[config.mk]
export PLATFORM = sky130hd
export DESIGN_NAME = coeff_compressor_flat
export DESIGN_NICKNAME = d
export VERILOG_FILES = /design/src/compress_defines_pkg.sv /design/src/compress_params_pkg.sv /design/src/compress_stage_if.sv /design/src/coeff_compressor.sv /design/src/flat_wrapper.sv
export SDC_FILE = /design/constraint.sdc
export NUM_CORES = 2
export LEC_CHECK = 0
export BUFFER_PORTS_ARGS = -buffer_cell sky130_fd_sc_hd__buf_2
export CORE_MARGIN = 4
export CORE_UTILIZATION = 65
export DETAILED_ROUTE_END_ITERATION = 12
export GPL_TIMING_DRIVEN = 0
export PLACE_DENSITY = 0.85
export SYNTH_ARGS = -nofsm -noshare
export SYNTH_HDL_FRONTEND = slang
export SYNTH_SLANG_ARGS = --single-unit
export TNS_END_PERCENT = 1
[constraint.sdc]
create_clock -name clk -period 0.8 [get_ports clk]
set_clock_uncertainty 0.05 [all_clocks]
set_input_delay 0.16 -clock clk [delete_from_list [all_inputs] [get_ports clk]]
set_output_delay 0.16 -clock clk [all_outputs]
set_load 0.005 [all_outputs]
[src/compress_defines_pkg.sv]
// ##########################################################################
// Compression modes, read FSM states and memory commands
// ##########################################################################
`default_nettype none

package compress_defines_pkg;

    typedef enum logic [1:0] {
        compress1  = 2'd0,
        compress5  = 2'd1,
        compress11 = 2'd2,
        compress12 = 2'd3
    } compress_mode_t;

    typedef enum logic [1:0] {
        cmp_rd_idle  = 2'd0,
        cmp_rd_mem   = 2'd1,
        cmp_rd_drain = 2'd2
    } cmp_read_state_e;

    typedef enum logic {
        rw_idle = 1'b0,
        rw_read = 1'b1
    } rw_cmd_e;

    // Number of bits d kept per coefficient
    function automatic logic [3:0] mode_bits(compress_mode_t mode);
        case (mode)
            compress1:  return 4'd1;
            compress5:  return 4'd5;
            compress11: return 4'd11;
            default:    return 4'd12;
        endcase
    endfunction

endpackage

`default_nettype wire

[src/compress_params_pkg.sv]
// ##########################################################################
// ML-KEM compression constants, memory geometry and shared vector types
// ##########################################################################
`default_nettype none

package compress_params_pkg;

    localparam int mlkem_q         = 3329;
    localparam int mlkem_n         = 256;
    localparam int coeffs_per_word = 4;
    localparam int words_per_poly  = mlkem_n / coeffs_per_word;
    localparam int mem_addr_width  = 9;
    localparam int mem_depth       = 512;
    localparam int coeff_width     = 12;
    localparam int out_width       = 32;
    localparam int pace_width      = 12;

    // Rounding term and reciprocal for the divide by q
    localparam int cmp_round       = 1664;
    localparam int cmp_recip       = 5039;
    localparam int cmp_recip_shift = 24;

    // Packer bit buffer and its fill counter
    localparam int pack_buf_width  = 96;
    localparam int pack_fill_width = 7;

    typedef logic [coeff_width-1:0]                 coeff_t;
    typedef logic [mem_addr_width-1:0]              mem_addr_t;
    typedef logic [coeffs_per_word*coeff_width-1:0] mem_data_t;
    typedef logic [coeff_width-1:0]                 cmp_coeff_t;
    typedef logic [out_width-1:0]                   out_word_t;
    typedef logic [2:0]                             num_poly_t;

endpackage

`default_nettype wire

[src/compress_stage_if.sv]
// ##########################################################################
// Stage link carrying one group of four coefficients with its tags
// ##########################################################################
`default_nettype none
`timescale 1ns/1ps

interface compress_stage_if;
    import compress_params_pkg::*;
    import compress_defines_pkg::*;

    logic           valid;
    logic           last;
    // Raw words on s0, four compressed values in 12-bit lanes on s1
    mem_data_t      data;
    compress_mode_t mode;

    modport source (output valid, output last, output data, output mode);
    modport sink   (input valid, input last, input data, input mode);

endinterface

`default_nettype wire

[src/coeff_compressor.sv]
// ##########################################################################
// Compress_d stage, four coefficients per cycle, one register deep
// ##########################################################################
`default_nettype none
`timescale 1ns/1ps

module coeff_compressor (
    input  logic              clk,
    input  logic              reset_n,
    input  logic              zeroize,
    compress_stage_if.sink    s0,
    compress_stage_if.source  s1
);
    import compress_params_pkg::*;
    import compress_defines_pkg::*;

    logic [3:0] d;
    mem_data_t  cmp_data;

    // round(x * 2^d / q) mod 2^d, divide by reciprocal multiply
    function automatic cmp_coeff_t compress_coeff(coeff_t x, logic [3:0] dbits);
        logic [23:0] num;
        logic [36:0] prod;
        logic [12:0] quo;
        logic [24:0] rem;
        logic [12:0] mask;
        num  = (24'(x) << dbits) + 24'(cmp_round);
        prod = 37'(num) * 37'(cmp_recip);
        quo  = 13'(prod >> cmp_recip_shift);
        // Estimate can be one low
        rem  = 25'(num) - 25'(quo) * 25'(mlkem_q);
        if (rem >= 25'(mlkem_q)) begin
            quo = quo + 13'd1;
        end
        mask = (13'd1 << dbits) - 13'd1;
        return cmp_coeff_t'(quo & mask);
    endfunction

    always_comb begin
        d = mode_bits(s0.mode);
        for (int k = 0; k < coeffs_per_word; k++) begin
            cmp_data[coeff_width*k +: coeff_width] =
                compress_coeff(s0.data[coeff_width*k +: coeff_width], d);
        end
    end

    always_ff @(posedge clk or negedge reset_n) begin
        if (!reset_n) begin
            s1.valid <= 1'b0;
            s1.last  <= 1'b0;
            s1.mode  <= compress1;
        end else if (zeroize) begin
            s1.valid <= 1'b0;
            s1.last  <= 1'b0;
            s1.mode  <= compress1;
        end else begin
            s1.valid <= s0.valid;
            s1.last  <= s0.valid & s0.last;
            s1.mode  <= s0.mode;
        end
    end

    always_ff @(posedge clk) begin
        if (s0.valid) begin
            s1.data <= cmp_data;
        end
    end

endmodule

`default_nettype wire

[src/flat_wrapper.sv]
// flat-port wrapper written by rule: the top's interface ports become plain ports
module coeff_compressor_flat import compress_params_pkg::*; import compress_defines_pkg::*;
  (clk, reset_n, zeroize, s0_valid, s0_last, s0_data, s0_mode, s1_valid, s1_last, s1_data, s1_mode);
  compress_stage_if s0_i ();
  compress_stage_if s1_i ();
  input  logic clk;
  input  logic reset_n;
  input  logic zeroize;
  input wire logic [$bits(s0_i.valid)-1:0] s0_valid;
  input wire logic [$bits(s0_i.last)-1:0] s0_last;
  input wire logic [$bits(s0_i.data)-1:0] s0_data;
  input wire logic [$bits(s0_i.mode)-1:0] s0_mode;
  output wire logic [$bits(s1_i.valid)-1:0] s1_valid;
  output wire logic [$bits(s1_i.last)-1:0] s1_last;
  output wire logic [$bits(s1_i.data)-1:0] s1_data;
  output wire logic [$bits(s1_i.mode)-1:0] s1_mode;
  assign s0_i.valid = s0_valid;
  assign s0_i.last = s0_last;
  assign s0_i.data = s0_data;
  assign s0_i.mode = s0_mode;
  assign s1_valid = s1_i.valid;
  assign s1_last = s1_i.last;
  assign s1_data = s1_i.data;
  assign s1_mode = s1_i.mode;
  coeff_compressor u_core (.clk(clk), .reset_n(reset_n), .zeroize(zeroize), .s0(s0_i), .s1(s1_i));
endmodule
==> results.yml <==
run_status:
  status: "complete, but fails checks"
  violations: "negative setup slack"
detailed_routing:
  finalWirelength_um: 119200
  initialDrtViolationCount: 3241
  drc_errors: 0
  firstDrtPassIters: 8
  wl_per_cell_um: 21.75
  avgViaCountPerCell: 6.141
  ant_nets: 0
  route.vias.total: 33648
worst_setup_path:
  critical_path_buf_inv_count: 16
  cpPeakStageDelay_ns: 0.56
  critPathRequiredTime_ns: 0.85
  crit_start: "s0_mode[0]"
  arrival_ns: 12.67
  cpMaxStageDelayCell: "fa_1"
  crit_path_start_kind: "input pin"
  worstPathMaxFanout: 10
  path_class: "in2reg"
  critical-path-top-delay-family: "adder cells"
  critPathCapture: "u_core.s1.data[30]"
  worst_setup_path_end_kind: "flip-flop"
  cp.depth: 54
synth:
  synth_top_area_cell: "fa_1"
  netlist_instances: 4388
  synth_top_area_share_pct: 30.17
  ys.flop_type: "edfxtp_1"
  synthDistinctLibCells: 96
  syn_avg_cell_area_sq_um: 8.893
  synth_common_cells: "inv_1 (1211), ha_1 (824), fa_1 (588)"
  syn_area_sq_mm: 0.03902
  synth_area_leaders: "fa_1 (30%), ha_1 (26%), inv_1 (12%), xnor2_1 (3.8%), edfxtp_1 (3.7%)"
  ys_async_sr_fraction_pct: 7.692
  synth_seq_area_share_pct: 3.950
  synth-seq-cells: 52
  yosysWarnings: 0
  synth_most_common_cell: "inv_1"
  synth_edf_count: 48
global_routing:
  grt_max_degree: 29
  grt_pass1_vias: 34988
  antenna_found_initial: 11
  grt_pass1_wl_um: 181900
  overflow: 0
  grt_use_total_pct: 35.83
placement:
  port_buffers: 105
  dp_hpwl_um: 88670
  gp_congestion: 0.9683
  dp_cells: 5290
clocking:
  cts_max_level: 2
  cts_buffers: 5
  clockRootBuffer: "clkbuf_16"
  clock-sinks: 52
  cts_buffer_depth: 2
  clkTransAtPathRegs_ns: 0.10
  cts_tree: "done"
timing:
  period_share_pct: 1578
  final.min_clock_period_ns: 12.62
  worst_slack_ns: -11.82
  worst_slew_pin_slew_ns: 1.227
  max_slew_margin_pct: 18.20
  hold_viol_final: 0
  setup_violations: 102
  slew_violations: 0
  fmaxAchievable_ghz: 0.07922
  rsz0062_at_grt: "yes"
die:
  die_width_um: 253.0
  die_y_um: 253.0
  core_sq_mm: 0.05924
  num_rows: 89
  die_area_sq_mm: 0.06402
  io_pins: 107
  initial_core_util_pct: 65.87
layout:
  drive_gt1_share_pct: 14.50
  area_growth_pct: 15.83
  final_nets: 6157
  stdcell_count: 5479
worst_hold_path:
  hold_path.class: "in2reg"
job:
  drv_cap: 0
stage by stage:
step                      worst slack (ns)  util (%)  hold WS [ns]  instance area [sq um]  setup TNS (ns)
after global routing                -12.01     76.24       0.02801                  45170         -586.41
final                               -11.82     76.29       0.01533                  45200         -569.90
after global placement              -13.91     69.65      -0.08676                  41260         -700.61
after floorplan                     -10.97         -       -0.1856                  39770         -522.85
after detailed placement            -14.06     69.72      -0.08118                  41300         -690.26
after CTS                           -11.28     75.19       0.06843                  44540         -549.84
how the worst min path moves through the flow:
| stage | start | end | slack (ns) | cells past startpoint |
|---|---|---|---|---|
| after global routing | zeroize | u_core.s1.mode[1] | 0.03 | 3 |
| after global placement | reset_n | u_core.s1.mode[0] | -0.09 | 1 |
| after detailed placement | reset_n | u_core.s1.last | -0.08 | 1 |
| after CTS | reset_n | u_core.s1.last | 0.07 | 2 |
| final | zeroize | u_core.s1.mode[1] | 0.02 | 3 |
| after floorplan | reset_n | u_core.s1.last | -0.19 | 0 |
routing by layer:
layer / share of wire (%) / up-vias / global-route usage [%]
met1: 36 / 16144 / 44.08
met3: 11 / 638 / 9.316
met2: 46 / 2087 / 58.31
met5: 0.056 / - / 0
met4: 7.2 / 10 / 18.88
li1: - / 14769 / -
cell type report:
class / instances / area (sq um)
Timing Repair Buffer: 279 / 1973
Fill cell: 3687 / 14040
Inverter: 1213 / 4567
Buffer: 46 / 585.6
Sequential cell: 52 / 1541
Multi-Input combinational cell: 3093 / 35360
Clock buffer: 5 / 125.1
Clock inverter: 3 / 42.54
Antenna cell: 15 / 37.54
Tap cell: 773 / 967.2
registers in the layout (all words and copies together) (netlist names):
name,flops
u_core.s1.data,48
u_core.s1.valid,1
u_core.s1.mode,2
u_core.s1.last,1
cell families after synthesis:
logic type,synth area share (%)
other,0.01925
buffers and inverters,12.23
XOR/XNOR,5.525
AND/OR/NAND/NOR,9.664
flip-flops,3.950
adder cells (fa/ha/maj),56.72
multiplexers,1.052
AO/OA/AOI/OAI,10.85
cells in the final DEF (no fill, tap or decap), types with 22 or more instances in the layout:
cell type and count:
o21ai_0 96, edfxtp_1 48, xnor2_1 111, a21o_1 60, ha_1 791, a21oi_1 145
and2_1 28, nand2b_1 50, o21bai_1 27, buf_4 162, xnor2_2 38, nand4_1 37
o211ai_1 35, xor2_1 40, fa_1 583, nand2_1 155, nor2_1 158, ha_4 30
nor3_1 38, conb_1 24, o21a_1 27, inv_1 1188, or3_1 24, a31oi_1 22
nand3_1 43, buf_2 103, nor2b_1 35, a21oi_2 22
timing repair:
item | in CTS | in global routing
endpoints found under the setup margin | 152 | 103
pin swaps | 124 | 67
buffers inserted | 143 | 28
resized for setup | 348 | 87
hold endpoints to repair | 7 | 0
hold buffers | 2 | 0
Power is left out: the tool's default activity adds up to more than one toggle a clock period on the data nets, which glitch-free logic cannot reach.
