File: src/compress_defines_pkg.sv
// ##########################################################################
// Compression modes, read FSM states and memory commands
// ##########################################################################
`default_nettype none

package compress_defines_pkg;

    typedef enum logic [1:0] {
        compress1  = 2'd0,
        compress5  = 2'd1,
        compress11 = 2'd2,
        compress12 = 2'd3
    } compress_mode_t;

    typedef enum logic [1:0] {
        cmp_rd_idle  = 2'd0,
        cmp_rd_mem   = 2'd1,
        cmp_rd_drain = 2'd2
    } cmp_read_state_e;

    typedef enum logic {
        rw_idle = 1'b0,
        rw_read = 1'b1
    } rw_cmd_e;

    // Number of bits d kept per coefficient
    function automatic logic [3:0] mode_bits(compress_mode_t mode);
        case (mode)
            compress1:  return 4'd1;
            compress5:  return 4'd5;
            compress11: return 4'd11;
            default:    return 4'd12;
        endcase
    endfunction

endpackage

`default_nettype wire

File: src/compress_params_pkg.sv
// ##########################################################################
// ML-KEM compression constants, memory geometry and shared vector types
// ##########################################################################
`default_nettype none

package compress_params_pkg;

    localparam int mlkem_q         = 3329;
    localparam int mlkem_n         = 256;
    localparam int coeffs_per_word = 4;
    localparam int words_per_poly  = mlkem_n / coeffs_per_word;
    localparam int mem_addr_width  = 9;
    localparam int mem_depth       = 512;
    localparam int coeff_width     = 12;
    localparam int out_width       = 32;
    localparam int pace_width      = 12;

    // Rounding term and reciprocal for the divide by q
    localparam int cmp_round       = 1664;
    localparam int cmp_recip       = 5039;
    localparam int cmp_recip_shift = 24;

    // Packer bit buffer and its fill counter
    localparam int pack_buf_width  = 96;
    localparam int pack_fill_width = 7;

    typedef logic [coeff_width-1:0]                 coeff_t;
    typedef logic [mem_addr_width-1:0]              mem_addr_t;
    typedef logic [coeffs_per_word*coeff_width-1:0] mem_data_t;
    typedef logic [coeff_width-1:0]                 cmp_coeff_t;
    typedef logic [out_width-1:0]                   out_word_t;
    typedef logic [2:0]                             num_poly_t;

endpackage

`default_nettype wire

File: src/compress_stage_if.sv
// ##########################################################################
// Stage link carrying one group of four coefficients with its tags
// ##########################################################################
`default_nettype none
`timescale 1ns/1ps

interface compress_stage_if;
    import compress_params_pkg::*;
    import compress_defines_pkg::*;

    logic           valid;
    logic           last;
    // Raw words on s0, four compressed values in 12-bit lanes on s1
    mem_data_t      data;
    compress_mode_t mode;

    modport source (output valid, output last, output data, output mode);
    modport sink   (input valid, input last, input data, input mode);

endinterface

`default_nettype wire

File: src/compress_packer.sv
// ##########################################################################
// Bit packer, little-endian stream of 32-bit words plus run completion
// ##########################################################################
`default_nettype none
`timescale 1ns/1ps

module compress_packer (
    input  logic                            clk,
    input  logic                            reset_n,
    input  logic                            zeroize,
    compress_stage_if.sink                  s1,
    output logic                            out_valid,
    output compress_params_pkg::out_word_t  out_data,
    output logic                            done
);
    import compress_params_pkg::*;
    import compress_defines_pkg::*;

    logic [pack_buf_width-1:0]  bit_buf, buf_sh, buf_next;
    logic [pack_fill_width-1:0] fill, fill_sh, fill_next;
    logic [5:0]                 grp_bits;
    mem_data_t                  group;
    logic                       emit;
    logic                       last_pending;
    logic                       finish;

    // Squeeze the four d-bit values together, coefficient 0 lowest
    always_comb begin
        grp_bits = 6'(coeffs_per_word * mode_bits(s1.mode));
        case (s1.mode)
            compress1:  group = mem_data_t'({s1.data[36], s1.data[24],
                                             s1.data[12], s1.data[0]});
            compress5:  group = mem_data_t'({s1.data[40:36], s1.data[28:24],
                                             s1.data[16:12], s1.data[4:0]});
            compress11: group = mem_data_t'({s1.data[46:36], s1.data[34:24],
                                             s1.data[22:12], s1.data[10:0]});
            default:    group = s1.data;
        endcase
    end

    always_comb begin
        emit      = (fill >= pack_fill_width'(out_width));
        buf_sh    = emit ? (bit_buf >> out_width) : bit_buf;
        fill_sh   = emit ? (fill - pack_fill_width'(out_width)) : fill;
        buf_next  = buf_sh;
        fill_next = fill_sh;
        if (s1.valid) begin
            buf_next  = buf_sh | (pack_buf_width'(group) << fill_sh);
            fill_next = fill_sh + pack_fill_width'(grp_bits);
        end
        // Last group seen and every bit of it already sent
        finish = last_pending && (fill == '0);
    end

    always_ff @(posedge clk or negedge reset_n) begin
        if (!reset_n) begin
            bit_buf      <= '0;
            fill         <= '0;
            out_valid    <= 1'b0;
            out_data     <= '0;
            last_pending <= 1'b0;
            done         <= 1'b0;
        end else if (zeroize) begin
            bit_buf      <= '0;
            fill         <= '0;
            out_valid    <= 1'b0;
            out_data     <= '0;
            last_pending <= 1'b0;
            done         <= 1'b0;
        end else begin
            bit_buf   <= buf_next;
            fill      <= fill_next;
            out_valid <= emit;
            if (emit) begin
                out_data <= bit_buf[out_width-1:0];
            end
            if (s1.valid && s1.last) begin
                last_pending <= 1'b1;
            end else if (finish) begin
                last_pending <= 1'b0;
            end
            done <= finish;
        end
    end

endmodule

`default_nettype wire

File: src/flat_wrapper.sv
// flat-port wrapper written by rule: the top's interface ports become plain ports
module compress_packer_flat import compress_params_pkg::*; import compress_defines_pkg::*;
  (clk, reset_n, zeroize, out_valid, out_data, done, s1_valid, s1_last, s1_data, s1_mode);
  compress_stage_if s1_i ();
  input  logic clk;
  input  logic reset_n;
  input  logic zeroize;
  output logic out_valid;
  output compress_params_pkg::out_word_t out_data;
  output logic done;
  input wire logic [$bits(s1_i.valid)-1:0] s1_valid;
  input wire logic [$bits(s1_i.last)-1:0] s1_last;
  input wire logic [$bits(s1_i.data)-1:0] s1_data;
  input wire logic [$bits(s1_i.mode)-1:0] s1_mode;
  assign s1_i.valid = s1_valid;
  assign s1_i.last = s1_last;
  assign s1_i.data = s1_data;
  assign s1_i.mode = s1_mode;
  compress_packer u_core (.clk(clk), .reset_n(reset_n), .zeroize(zeroize), .s1(s1_i), .out_valid(out_valid), .out_data(out_data), .done(done));
endmodule
File: config.mk
export PLATFORM = sky130hd
export DESIGN_NAME = compress_packer_flat
export DESIGN_NICKNAME = d
export VERILOG_FILES = /design/src/compress_defines_pkg.sv /design/src/compress_params_pkg.sv /design/src/compress_stage_if.sv /design/src/compress_packer.sv /design/src/flat_wrapper.sv
export SDC_FILE = /design/constraint.sdc
export NUM_CORES = 1
export LEC_CHECK = 0
export ABC_AREA = 1
export BUFFER_PORTS_ARGS = -buffer_cell sky130_fd_sc_hd__buf_4
export CAP_MARGIN = 20
export CORE_MARGIN = 1.5
export CORE_UTILIZATION = 61
export DETAILED_ROUTE_END_ITERATION = 10
export PLACE_DENSITY = 0.82
export SYNTH_ARGS = -nofsm -noshare
export SYNTH_HDL_FRONTEND = slang
export SYNTH_SLANG_ARGS = --single-unit
File: constraint.sdc
create_clock -name clk -period 2.7 [get_ports clk]
set_input_delay 0.135 -clock clk [delete_from_list [all_inputs] [get_ports clk]]
set_output_delay 0.135 -clock clk [all_outputs]
set_load 0.1 [all_outputs]
==> impl_metrics.yaml <==
final_layout:
  fin_cells: 1741
  nets: 1578
  drive_gt1_share_pct: 12.0
  areaGrowthSynthToFinish_pct: 12.7
  num_antenna_cells: 0
global_route:
  grt_use_total_pct: 44.8
  grt_pass1_wl_um: 56600
  gr-total-overflow: 0
  grt_pass1_vias: 10300
  grt_antenna_before_repair: 1
  grt_max_degree: 66
floorplanning:
  rows: 45
  start_util_pct: 63.2
  ios: 89
  dieArea_mm2: 0.0167
  coreArea_mm2: 0.0154
  die_w_um: 129
  die_h_um: 129
logic_synthesis:
  synth_area_leader_cell: "dfrtp_1"
  synth_flop_cell: "dfrtp_1"
  syn_area_per_cell_um2: 6.54
  async_flop_share_pct: 100
  ys_seq_elements: 136
  synth-edff-count: 0
  ys_seq_area_share_pct: 35.0
  synth_area_mm2: 0.00971
  ys_types: 39
  synthTopCellsByArea: "dfrtp_1, nand2_1, nand3_1, a21oi_1, o21ai_0"
  syn_inst: 1486
  yosys_warnings: 0
  syn_nets: 1547
  synth_top_area_share_pct: 35.0
drt:
  wl_um: 36700
  vias: 11200
  post_drt_wl_per_cell_um: 21.1
  drc: 0
  avgViaCountPerCell: 6.44
  drt_iter0_markers: 2046
  dr.pass1.iters: 8
  drtAntennaViolNets: 0
cts:
  cts_sinks: 136
  clk_path_buf_depth: 2
  cts_made_buffers: 17
  cts_resized: 0
  cts_tree: "done"
  htreeDepth: 4
  clkSlewWorstSetupHoldPaths_ns: 0.07
  ctsHoldBuffers: 2
  post_cts_buffers: 0
  insertion_delay_ns: 0.43
  cts_root_buf: "clkbuf_16"
sta:
  max_slew_margin_pct: 47.7
  fin_crit_sh_pct: 90.4
  finalClockSkew_ns: 0.0118
  slew_violations: 0
  fmaxAchievable_mhz: 410
  min_period_ns: 2.44
  hold_viol: 0
  grt_setup_unrepaired: "false"
  worst_slew_pin_slew_ns: 0.785
  setup_violations: 0
  tns_ns: 0
flow_run:
  maxCapViolCount: 0
power:
  vdd.ir_drop.worst_v: 0.000690
  intPower_mw: 6.06
  p_per_area_mw_per_mm2: 1140
  p_seq_share_pct: 25.2
  power_frac_comb_pct: 56.0
  switching_share_pct: 51.6
  pwr-share-clk_pct: 18.7
  switchingPower_mw: 6.46
  p_leak_nw: 5.48
worst_setup_path:
  worst_setup_path_start_kind: "register"
  worst-endpoint-arrival_ns: 2.77
  cp.required_ns: 3.03
  crit_path_end_kind: "register"
  critPathMaxFanout: 14
  worstSetupPathType: "register to register"
placement:
  gp_congestion: 1.09
  dp.cells: 1707
  portBuffers: 88
  dpl.hpwl_um: 25700
status:
  outcome: "finished, final reports clean"
min_path:
  hp-class: "input pin to register"
[final cells by class]
| type | count | area [µm²] |
|---|---|---|
| clock inverter | 14 | 159 |
| sequential | 136 | 3410 |
| fill | 1254 | 4420 |
| timing repair buffer | 120 | 960 |
| clock buffer | 18 | 429 |
| tap | 211 | 264 |
| multi-input combinational | 1155 | 5400 |
| inverter | 87 | 327 |
[synthesized netlist by cell type (8+ instances only)]
library cell  instances
a21oi_1             102
a22o_1               18
buf_1                10
buf_2                35
buf_4                19
buf_6                 9
clkbuf_1             35
dfrtp_1             136
inv_1                79
inv_2                 8
nand2_1             477
nand3_1             306
nand4_1              20
nor2_1               64
o21ai_0              90
o21ai_1              16
[worst paths after layout]
kind / startpoint / endpoint / slack, ns / cells after the start
setup / recovery: u_core.fill[6]$_DFF_PN0_ / u_core.bit_buf[85]$_DFF_PN0_ / 0.26 / 10
max in group asynchronous: reset_n / u_core.bit_buf[16]$_DFF_PN0_ / 1.67 / 3
hold reg to reg: u_core.bit_buf[87]$_DFF_PN0_ / u_core.bit_buf[87]$_DFF_PN0_ / 0.48 / 2
hold / removal: s1_valid / u_core.last_pending$_DFFE_PN0P_ / 0.03 / 3
setup reg to reg: u_core.fill[6]$_DFF_PN0_ / u_core.bit_buf[85]$_DFF_PN0_ / 0.26 / 10
min in group asynchronous: reset_n / u_core.fill[5]$_DFF_PN0_ / 0.23 / 2
[power groups by stage]
| stage | Clock [mW] | Combinational (mW) | Sequential (mW) |
|---|---|---|---|
| finish | 2.35 | 7.01 | 3.16 |
| global route | 2.44 | 7.51 | 3.20 |
| CTS | 2.33 | 6.79 | 3.13 |
| detailed placement | 0 | 6.63 | 3.14 |
| global placement | 0 | 6.50 | 3.10 |
| floorplan | 0 | 4.29 | 3.89 |
[cells in the final DEF, fill, tap and decap left out, types with 2 or more instances in the layout]
cell | synthesis | layout
a21oi_1 | 102 | 102
a22o_1 | 18 | 18
a31oi_1 | 7 | 7
buf_12 | 0 | 4
buf_4 | 19 | 113
bufinv_16 | 0 | 2
clkbuf_16 | 0 | 17
clkinv_2 | 0 | 2
dfrtp_1 | 136 | 134
dfrtp_2 | 0 | 2
dlygate4sd3_1 | 0 | 2
ha_1 | 5 | 5
inv_1 | 79 | 79
inv_2 | 8 | 8
inv_6 | 0 | 7
nand2_1 | 477 | 476
nand2_2 | 6 | 7
nand3_1 | 306 | 306
nand3b_1 | 6 | 6
nand4_1 | 20 | 20
nor2_1 | 64 | 64
nor2_2 | 4 | 3
nor2_4 | 4 | 5
nor3_1 | 7 | 7
o211ai_1 | 3 | 3
o21a_1 | 3 | 3
o21ai_0 | 90 | 90
o21ai_1 | 16 | 16
or2_2 | 4 | 4
[flip-flops by register name (all words and copies together), names as in the netlist]
signal               count
u_core.last_pending      1
u_core.fill              5
u_core.bit_buf          96
u_core.done              1
u_core.out_valid         1
u_core.out_data         32
[cells by family after synthesis]
kind of cell    synth area share (%)
compound gates                  13.8
fa+ha+maj                      0.850
buf+inv                         9.42
flops                           35.0
simple gates                    40.9
[routing by layer]
layer,routed length [µm],track usage [%],share of wire (%)
met1,13800,56.4,38
met2,16400,69.7,45
met3,4240,12.4,12
met4,2280,25.3,6.2
met5,13,0,0.035
[per-stage QoR]
step	worst slack [ns]	utilization, %	instance area [µm²]	power [mW]	hold WS, ns
floorplan	0.559	-	9710	8.18	-0.161
global route	0.185	71.2	10900	13.1	0.0183
detailed placement	0.443	67.3	10300	9.76	0.103
global placement	0.510	67.3	10300	9.60	0.105
finish	0.259	71.2	10900	12.5	0.0262
CTS	0.373	71.2	10900	12.2	0.0186
[worst max-delay path: stages, from the launching register on]
cell and delay [ns]:
dfrtp_1 0.38, inv_1 0.16, ha_1 0.29, nand2_1 0.07, nand2_1 0.07, nand2_2 0.12
nor2_2 0.61, nand3_1 0.23, a21oi_1 0.18, nand2_1 0.11, o21ai_0 0.11
(Power assumes the default switching activity.)
