File: config.mk
export PLATFORM = sky130hd
export DESIGN_NAME = compress_ctrl
export DESIGN_NICKNAME = d
export VERILOG_FILES = /design/src/compress_defines_pkg.sv /design/src/compress_params_pkg.sv /design/src/compress_ctrl.sv
export SDC_FILE = /design/constraint.sdc
export NUM_CORES = 1
export LEC_CHECK = 0
export BUFFER_PORTS_ARGS = -buffer_cell sky130_fd_sc_hd__buf_2
export CORE_ASPECT_RATIO = 1.25
export CORE_MARGIN = 10
export CORE_UTILIZATION = 57
export CTS_CLUSTER_DIAMETER = 200
export DETAILED_ROUTE_END_ITERATION = 8
export HOLD_SLACK_MARGIN = 0.03
export PLACE_DENSITY = 0.8
export SYNTH_ARGS = -nofsm -noshare
export SYNTH_HDL_FRONTEND = slang
export SYNTH_SLANG_ARGS = --single-unit
File: constraint.sdc
create_clock -name clk -period 3.2 [get_ports clk]
set_input_delay 0.64 -clock clk [delete_from_list [all_inputs] [get_ports clk]]
set_output_delay 0.64 -clock clk [all_outputs]
set_load 0.02 [all_outputs]
File: src/compress_defines_pkg.sv
// ##########################################################################
// Compression modes, read FSM states and memory commands
// ##########################################################################
`default_nettype none

package compress_defines_pkg;

    typedef enum logic [1:0] {
        compress1  = 2'd0,
        compress5  = 2'd1,
        compress11 = 2'd2,
        compress12 = 2'd3
    } compress_mode_t;

    typedef enum logic [1:0] {
        cmp_rd_idle  = 2'd0,
        cmp_rd_mem   = 2'd1,
        cmp_rd_drain = 2'd2
    } cmp_read_state_e;

    typedef enum logic {
        rw_idle = 1'b0,
        rw_read = 1'b1
    } rw_cmd_e;

    // Number of bits d kept per coefficient
    function automatic logic [3:0] mode_bits(compress_mode_t mode);
        case (mode)
            compress1:  return 4'd1;
            compress5:  return 4'd5;
            compress11: return 4'd11;
            default:    return 4'd12;
        endcase
    endfunction

endpackage

`default_nettype wire

File: src/compress_params_pkg.sv
// ##########################################################################
// ML-KEM compression constants, memory geometry and shared vector types
// ##########################################################################
`default_nettype none

package compress_params_pkg;

    localparam int mlkem_q         = 3329;
    localparam int mlkem_n         = 256;
    localparam int coeffs_per_word = 4;
    localparam int words_per_poly  = mlkem_n / coeffs_per_word;
    localparam int mem_addr_width  = 9;
    localparam int mem_depth       = 512;
    localparam int coeff_width     = 12;
    localparam int out_width       = 32;
    localparam int pace_width      = 12;

    // Rounding term and reciprocal for the divide by q
    localparam int cmp_round       = 1664;
    localparam int cmp_recip       = 5039;
    localparam int cmp_recip_shift = 24;

    // Packer bit buffer and its fill counter
    localparam int pack_buf_width  = 96;
    localparam int pack_fill_width = 7;

    typedef logic [coeff_width-1:0]                 coeff_t;
    typedef logic [mem_addr_width-1:0]              mem_addr_t;
    typedef logic [coeffs_per_word*coeff_width-1:0] mem_data_t;
    typedef logic [coeff_width-1:0]                 cmp_coeff_t;
    typedef logic [out_width-1:0]                   out_word_t;
    typedef logic [2:0]                             num_poly_t;

endpackage

`default_nettype wire

File: src/compress_ctrl.sv
// ##########################################################################
// Read controller, paced address walk over num_poly polynomials
// ##########################################################################
`default_nettype none
`timescale 1ns/1ps

module compress_ctrl (
    input  logic                                 clk,
    input  logic                                 reset_n,
    input  logic                                 zeroize,
    input  logic                                 start,
    input  compress_defines_pkg::compress_mode_t mode,
    input  compress_params_pkg::num_poly_t       num_poly,
    input  compress_params_pkg::mem_addr_t       src_base_addr,
    input  logic                                 pipe_done,
    output logic                                 rd_en,
    output compress_params_pkg::mem_addr_t       rd_addr,
    output logic                                 rd_last,
    output compress_defines_pkg::compress_mode_t rd_mode,
    output logic                                 busy
);
    import compress_params_pkg::*;
    import compress_defines_pkg::*;

    cmp_read_state_e        state, state_next;
    compress_mode_t         mode_q;
    num_poly_t              num_poly_q;
    mem_addr_t              base_q;
    mem_addr_t              addr;
    mem_addr_t              last_addr;
    logic [pace_width-1:0]  pace;
    logic [pace_width-1:0]  pace_init;
    logic                   start_rd;
    logic                   last_rd;
    rw_cmd_e                rd_cmd;

    // Read patterns sized so the packer buffer never overflows
    always_comb begin
        case (mode)
            compress11: pace_init = 12'b0011_0111_0111;
            compress12: pace_init = 12'b0110_1101_1011;
            default:    pace_init = '1;
        endcase
    end

    always_comb begin
        start_rd  = (state == cmp_rd_idle) && start;
        rd_cmd    = ((state == cmp_rd_mem) && pace[0] && !zeroize) ? rw_read : rw_idle;
        last_addr = base_q + mem_addr_t'(num_poly_q * words_per_poly) - mem_addr_t'(1);
        last_rd   = (rd_cmd == rw_read) && (addr == last_addr);
    end

    always_comb begin
        state_next = state;
        case (state)
            cmp_rd_idle:  if (start_rd)  state_next = cmp_rd_mem;
            cmp_rd_mem:   if (last_rd)   state_next = cmp_rd_drain;
            cmp_rd_drain: if (pipe_done) state_next = cmp_rd_idle;
            default:      state_next = cmp_rd_idle;
        endcase
    end

    always_ff @(posedge clk or negedge reset_n) begin
        if (!reset_n) begin
            state <= cmp_rd_idle;
        end else if (zeroize) begin
            state <= cmp_rd_idle;
        end else begin
            state <= state_next;
        end
    end

    // Run settings held for the whole run
    always_ff @(posedge clk or negedge reset_n) begin
        if (!reset_n) begin
            mode_q     <= compress1;
            num_poly_q <= '0;
            base_q     <= '0;
        end else if (start_rd) begin
            mode_q     <= mode;
            num_poly_q <= num_poly;
            base_q     <= src_base_addr;
        end
    end

    // compress12 rotates, compress11 shifts over an 11-cycle period
    always_ff @(posedge clk or negedge reset_n) begin
        if (!reset_n) begin
            pace <= '0;
        end else if (zeroize) begin
            pace <= '0;
        end else if (start_rd) begin
            pace <= pace_init;
        end else if ((state == cmp_rd_mem) && (mode_q == compress12)) begin
            pace <= {pace[0], pace[pace_width-1:1]};
        end else if ((state == cmp_rd_mem) && (mode_q == compress11)) begin
            pace <= {1'b0, pace[0], pace[pace_width-2:1]};
        end
    end

    always_ff @(posedge clk or negedge reset_n) begin
        if (!reset_n) begin
            addr <= '0;
        end else if (zeroize) begin
            addr <= '0;
        end else if (start_rd) begin
            addr <= src_base_addr;
        end else if (rd_cmd == rw_read) begin
            addr <= addr + mem_addr_t'(1);
        end
    end

    assign rd_en   = (rd_cmd == rw_read);
    assign rd_addr = addr;
    assign rd_last = last_rd;
    assign rd_mode = mode_q;
    assign busy    = (state != cmp_rd_idle);

endmodule

`default_nettype wire

==> results of run 1 <==
where the power goes:
| group | internal [mW] | leakage (nW) | switching [mW] |
|---|---|---|---|
| combinational | 0.196 | 0.733 | 0.270 |
| sequential | 0.514 | 0.480 | 0.0412 |
| clock | 0.171 | 0.0443 | 0.150 |
| total | 0.880 | 1.26 | 0.461 |
cell usage after synthesis (4+ instances only):
library cell	count
a211oi_1	6
a21oi_1	14
and3_1	5
clkbuf_1	7
dfrtp_1	37
ha_1	10
inv_1	15
nand2_1	40
nand3_1	5
nor2_1	23
nor3_1	5
o21ai_0	33
o31ai_1	4
xnor2_1	5
xor2_1	8
logic make-up after synthesis:
kind of cell	after synthesis	share of synthesized area, %
mux	1	0.5016
flops	37	41.25
simple gates	101	21.91
fa+ha+maj	11	6.466
buf+inv	27	5.574
compound gates	72	19.23
xor+xnor	13	5.072
state kept, by name, summed over array words and instances, names as in the netlist:
signal	flops
rd_addr	9
pace	12
state	2
rd_mode	2
base_q	9
num_poly_q	3
metrics by stage:
stage / hold WS, ns / power (mW) / cells / utilization (%)
floorplan: 0.3444 / 0.8765 / 262 / -
global placement: 0.4547 / 1.010 / 345 / 65.75
detailed placement: 0.4565 / 1.023 / 345 / 65.75
CTS: 0.4727 / 1.349 / 352 / 68.53
global route: 0.4988 / 1.429 / 353 / 68.73
finish: 0.4490 / 1.342 / 353 / 68.73
path summary, 6_finish.rpt:
| kind | endpoint | slack (ns) | depth (start not counted) | start |
|---|---|---|---|---|
| max in group asynchronous | rd_mode[0] | 2.24 | 1 | reset_n |
| hold reg to reg | pace[5] | 0.48 | 2 | pace[5] |
| setup reg to reg | state[0] | 0.40 | 11 | base_q[1] |
| min in group clk | pace[5] | 0.48 | 2 | pace[5] |
| hold / removal | base_q[7] | 0.45 | 1 | reset_n |
| setup / recovery | rd_last | -0.15 | 10 | base_q[1] |
cell type report:
cell class	instances	area share, %
sequential	37	35.59
clock buffer	7	3.319
multi-input combinational	198	47.04
inverter	15	2.165
tap	54	2.597
timing repair buffer	42	9.283
critical path, cell delays in order (launching register included):
cell and delay, ns:
dfrtp_1 0.39, inv_2 0.09, ha_4 0.13, inv_2 0.03, fa_1 0.48, xor2_1 0.15
nand4_1 0.09, or4_1 0.40, a2111o_1 0.35, nor3_4 0.18, buf_6 0.14
timing repair:
item,in CTS,in global routing
buffers inserted,0,1
endpoints found under the setup margin,1,1
gates resized for setup,6,0
pin swaps,4,1
metal layers:
metal | GRT usage, % | routed length [um]
met5 | 0 | 0
met4 | 6.366 | 155
met3 | 3.984 | 241
met2 | 26.78 | 2705
met1 | 16.74 | 2063
==> impl_results.md, run 1 <==
* Cts hold-fix bufs at 0
* Worst path required time at 2.56 ns
* Number of synthesized flops with an enable pin at 0
* Via-to-Cell Ratio at 5.592
* Post-Syn Area at 2245 um2
* YS warnings at 0
* Worst Skew at 0.006577 ns
* Most common cell after layout, fill and taps aside: nand2_1
* Num CTS Buffers at 5
* Initial antenna violation count at 0
* Ant. Diodes at 0
* Initial Util at 59.31%
* Fmax at 298.2 MHz
* Max Cap Viol at 0
* Leak at 1.257 nW
* Gr ovfl total at 0
* Syn_nets at 292
* Seq/Total Area, Yosys at 41.25%
* Setup ws final at -0.1532 ns
* Rows at 25
* Most frequent cells in the layout: nand2_1, dfrtp_1, o21ai_0, buf_2, nor2_1
* Final WL at 5165 um
* Area of the multi-input gates at 1224 um2
* Hold Vio Cnt, Final at 0
* Drc violations at 0
* Least-Margin Pin Slew at 0.8120 ns
* Crit end category: primary output
* Ys flop type: dfrtp_1
* Asr flop ratio synth at 100.0%
* CTS tree: yes
* CTS Sinks at 37
* Dpl ws at -0.08288 ns
* P&R area growth vs syn at 15.89%
* Post-route ant nets at 0
* Clk_lat worst skew at 0.28 ns
* Max_slew headroom at 45.87%
* Mapped Cells at 262
* Reg area at 925.9 um2
* Crit path launch type: flip-flop
* Critical path class: reg -> out
* Vias in the first global route at 1,952
* Synth cell types at 46
* IO buf count at 32
* Fraction of layout cells with a size suffix above 1 at 20.74%
* Layout fillers at 319
* CTS max path bufs at 2
* Area fraction of the dominant cell type after synthesis at 41.25%
* CP Max Fanout at 2
* Largest net degree at the start of global routing at 47
* Die W at 76.13 um
* Setup TNS at -0.1532 ns
* H-tree Lvls at 2
* Setup Viol. Count Final at 1
* Core area at 3785 um2
* Pins Over Slew Limit at 0
* I/O Pins at 33
* Flops & latches, synth at 37
* Avg Cell Area, Syn at 8.567 um2
* Failing checks: negative setup slack
* Final-stage net count at 329
* Tmin final at 3.353 ns
* Via count at 1,974
* DP Area at 2489 um2
* Power Density at 515.8 nW/um2
* DP Wirelength at 3872 um
* Drt initial violations at 80
* Worst VDD drop at 0.3346 mV
* Fin area at 2601 um2
* DR WL/cell at 14.63 um
* Area leader, netlist: dfrtp_1
* Worst Hold Class: in -> async
* GRT Resource Usage Total at 15.19%
* Die Area at 6864 um2
* Status: complete, but fails checks
* Unrepaired setup endpoints after global routing: yes
* Die Span Y at 90.16 um
* GPL Wtd Cong at 0.8326
* Reg clk slew, reported paths at 0.07 ns
* Synth top area cells: dfrtp_1, o21ai_0, nand2_1
* First-pass GRT wire length at 8859 um
* Worst EP arrival at 2.71 ns
* DRT Pass-1 Iters at 4
* Clk root buf: clkbuf_8
* Period utilization at 104.8%
No activity file was read; power rests on OpenSTA's default activity.
==> run 2, diff against run 1 <==
--- a/config.mk
+++ b/config.mk
@@ -5,6 +5,7 @@
 export SDC_FILE = /design/constraint.sdc
 export NUM_CORES = 1
 export LEC_CHECK = 0
+export ABC_AREA = 1
 export BUFFER_PORTS_ARGS = -buffer_cell sky130_fd_sc_hd__buf_2
 export CORE_ASPECT_RATIO = 1.25
 export CORE_MARGIN = 10
@@ -12,7 +13,7 @@
 export CTS_CLUSTER_DIAMETER = 200
 export DETAILED_ROUTE_END_ITERATION = 8
 export HOLD_SLACK_MARGIN = 0.03
-export PLACE_DENSITY = 0.8
+export PLACE_DENSITY = 0.79
 export SYNTH_ARGS = -nofsm -noshare
 export SYNTH_HDL_FRONTEND = slang
 export SYNTH_SLANG_ARGS = --single-unit
==> run 2 against run 1 <==
The flow now finishes without violations. Synthesized cell count is 16% higher. Largest power group is now combinational cells. Register-to-register slack improved by 0.71 ns. Clock skew down 0.0051 ns. Die area increased by 2.5%. Largest cell class unchanged. Power up 29%. First-iteration DRC count fell by 2.5%. Final cell count up 11%. Cell area grew 0.24%. Via count increased by 4.3%.
==> impl_results.md, run 2 <==
* Flop pwr share at 36.1% (-5.3 points)
* Worst Hold Class: in -> async
* CTS Sinks at 37 (unchanged)
* Most common cell after layout, fill and taps aside: nand2_1
* Die Area at 7038 um2 (+2.5%)
* Number of flip-flops under the largest register name at 12 (unchanged)
* Most frequent cell after synthesis: nand2_1
* I/O Pins at 33 (unchanged)
* Num CTS Buffers at 5 (unchanged)
* Area leader, netlist: dfrtp_1
* Area fraction of the dominant cell type after synthesis at 39.91% (-1.3 points)
* Die W at 77.06 um (+1.2%)
* Synth Area in XOR/XNOR at 4.153% (-0.92 points)
* NetSw at 0.7281 mW (+58%)
* DP Wirelength at 4051 um (+4.6%)
* GPL Wtd Cong at 0.8962 (+7.6%)
* Combinational Power Share at 46.0% (+11 points)
* CTS tree: yes
* Largest family of logic cells by synthesized area: simple AND/OR/NAND/NOR gates
* Max Cap Viol at 0 (unchanged)
* CP Max Fanout at 3 (+1)
* Syn_nets at 334 (+14%)
* Worst R2R Path Depth at 14 (+3)
* Clk_lat worst skew at 0.29 ns (about the same)
* Sw Share at 42.02% (+7.6 points)
* Post-Syn Area at 2320 um2 (+3.3%)
* Clk root buf: clkbuf_8
* Post-synth top cells: nand2_1, inv_1, dfrtp_1, nand3_1
* Worst Hold Margin at 0.4362 ns (-0.01284 ns)
* First-pass GRT wire length at 8949 um (+1.0%)
* Crit path launch type: flip-flop
* Proportion of synthesized area in mux cells at 0% (-0.50 points)
* Asr flop ratio synth at 100.0% (unchanged)
* Placed cell count at 384 (+11%)
* Fraction of layout cells with a size suffix above 1 at 18.05% (-2.7 points)
* Period utilization at 93.23% (-12 points)
* Worst path required time at 2.56 ns (about the same)
* Cts hold-fix bufs at 0 (unchanged)
* Reg clk slew, reported paths at 0.07 ns (about the same)
* Via-to-Cell Ratio at 5.250 (-6.1%)
* Core area at 3847 um2 (+1.7%)
* Tmin final at 2.983 ns (-0.3700 ns)
* Setup TNS at 0 ns (+0.1532 ns)
* P_int at 1.005 mW (+14%)
* Seq/Total Area, Yosys at 39.91% (-1.3 points)
* Gr ovfl total at 0 (unchanged)
* Die Span Y at 91.33 um (+1.3%)
* Synth top area cells: dfrtp_1, nand2_1, inv_1
* Fmax at 335.2 MHz (+12%)
* Ant. Diodes at 0 (unchanged)
* Reg-to-reg slack, setup at 1.11 ns (+0.71 ns)
* Post-Synth Simple-Gate Area at 24.70% (+2.8 points)
* Ys flop type: dfrtp_1
* DRT Pass-1 Iters at 4 (unchanged)
* YS warnings at 0 (unchanged)
* Worst VDD drop at 0.3400 mV (+1.6%)
* Vias in the first global route at 1,993 (+2.1%)
* Via count at 2,058 (+4.3%)
* Number of synthesized flops with an enable pin at 0 (unchanged)
* Least-Margin Pin Slew at 0.7982 ns (-0.01376 ns)
* Initial antenna violation count at 0 (unchanged)
* Part of the power in the clock network at 17.9% (-6.0 points)
* Leak at 1.378 nW (+9.7%)
* Reg2reg start: base_q[1]
* Drc violations at 0 (unchanged)
* Total power at 1.733 mW (+29%)
* Rows at 25 (unchanged)
* Final WL at 5234 um (+1.3%)
* Critical register-to-register path endpoint: state[0]
* H-tree Lvls at 2 (unchanged)
* Final-stage net count at 367 (+12%)
* Avg Cell Area, Syn at 7.631 um2 (-11%)
* Post-Synth Adder-Cell Area at 6.257% (-0.21 points)
* GRT Resource Usage Total at 15.35% (+0.16 points)
* Synth Area in Compound Gates at 14.62% (-4.6 points)
* Hold Vio Cnt, Final at 0 (unchanged)
* IO buf count at 32 (unchanged)
* Flops & latches, synth at 37 (unchanged)
* Initial Util at 60.29% (+0.99 points)
* Mapped Cells at 304 (+16%)
* CTS max path bufs at 2 (unchanged)
* Largest net degree at the start of global routing at 38 (-19%)
* Max_slew headroom at 46.78% (+0.92 points)
* Status: complete, no violations
* DR WL/cell at 13.35 um (-8.7%)
* Top reg by flops: pace
* Power Density at 664.5 nW/um2 (+29%)
* Synth cell types at 35 (-24%)
* Crit end category: primary output
* Pins Over Slew Limit at 0 (unchanged)
* Worst EP arrival at 2.34 ns (-0.37 ns)
* Most frequent cells in the layout: nand2_1, inv_1, dfrtp_1, buf_2, nand3_1
* Final std cells w/o fill at 392 (+11%)
* P&R area growth vs syn at 12.41%
* Drt initial violations at 78 (-2.5%)
* Setup Viol. Count Final at 0 (-1)
* Post-route ant nets at 0 (unchanged)
* Critical path class: reg -> out
* Worst Skew at 0.001502 ns (-0.005074 ns)
==> run 2: cell types whose count changed in the layout (fill, tap and decap cells not counted), sizes merged, moves of 6 or more <==
cell	change
nand2	+33
inv	+39
buf	-9
a211oi	-6
o22ai	+12
o21ai	-9
nand3	+19
==> run 2: worst max-delay path by stage <==
stage               from      end  cells after the start
5_1_grt        base_q[1]  rd_last                     14
4_1_cts        base_q[1]  rd_last                     12
3_5_place_dp   base_q[1]  rd_last                     14
2_1_floorplan  base_q[1]  rd_last                     11
3_3_place_gp   base_q[1]  rd_last                     14
6_report       base_q[1]  rd_last                     12
==> run 2: power groups by stage <==
stage | registers (mW) | logic, mW | clock network, mW
global placement | 0.627 | 0.778 | 0
finish | 0.626 | 0.797 | 0.310
detailed placement | 0.632 | 0.796 | 0
global route | 0.638 | 0.929 | 0.335
floorplan | 0.640 | 0.597 | 0
CTS | 0.625 | 0.800 | 0.315
==> run 2: area by class of cell <==
cell class / instances / area [um2]
timing repair buffer: 33 / 170.2
sequential: 37 / 925.9
fill: 355 / 1240
inverter: 54 / 202.7
clock buffer: 6 / 72.57
tap: 54 / 67.56
multi-input combinational: 206 / 1159
clock inverter: 2 / 10.01
==> run 2: what timing repair did <==
item | in CTS | in global routing
setup buffers | 0 | 0
gates resized for setup | 0 | 3
endpoints found under the setup margin | 0 | 1
==> run 2: per-stage QoR <==
step / utilization, % / instance area [um2] / setup WS, ns
3_3_place_gp: 65.43 / 2517 / 0.5508
2_1_floorplan: - / 2320 / 0.6781
6_report: 67.77 / 2608 / 0.2167
5_1_grt: 67.77 / 2608 / -0.002452
4_1_cts: 67.58 / 2600 / 0.1270
3_5_place_dp: 65.43 / 2517 / 0.4497
==> run 2: layer usage <==
layer  global-route usage, %  routed length [um]  vias to the layer above
li1                        -                   -                     1046
met1                   16.28                2115                      964
met2                   28.66                2816                       41
met3                   3.550                 239                        7
met4                   5.640                  61                        0
met5                       0                   0                        -
==> run 2: critical path, stage by stage, from the launching register on <==
cell and delay, ns:
dfrtp_1 0.40, inv_2 0.09, ha_1 0.16, inv_1 0.06, fa_1 0.49, xor2_1 0.15, nand3_1 0.11, a21oi_1 0.13
nand2_1 0.06, nor2_1 0.10, nand4_1 0.11, inv_1 0.07, buf_4 0.13
==> run 2: cell families (layout without fill, tap and decap cells) <==
family | after synthesis | count (layout)
simple gates | 129 | 129
buf+inv | 61 | 95
compound gates | 55 | 55
flops | 37 | 37
fa+ha+maj | 11 | 11
xor+xnor | 11 | 11
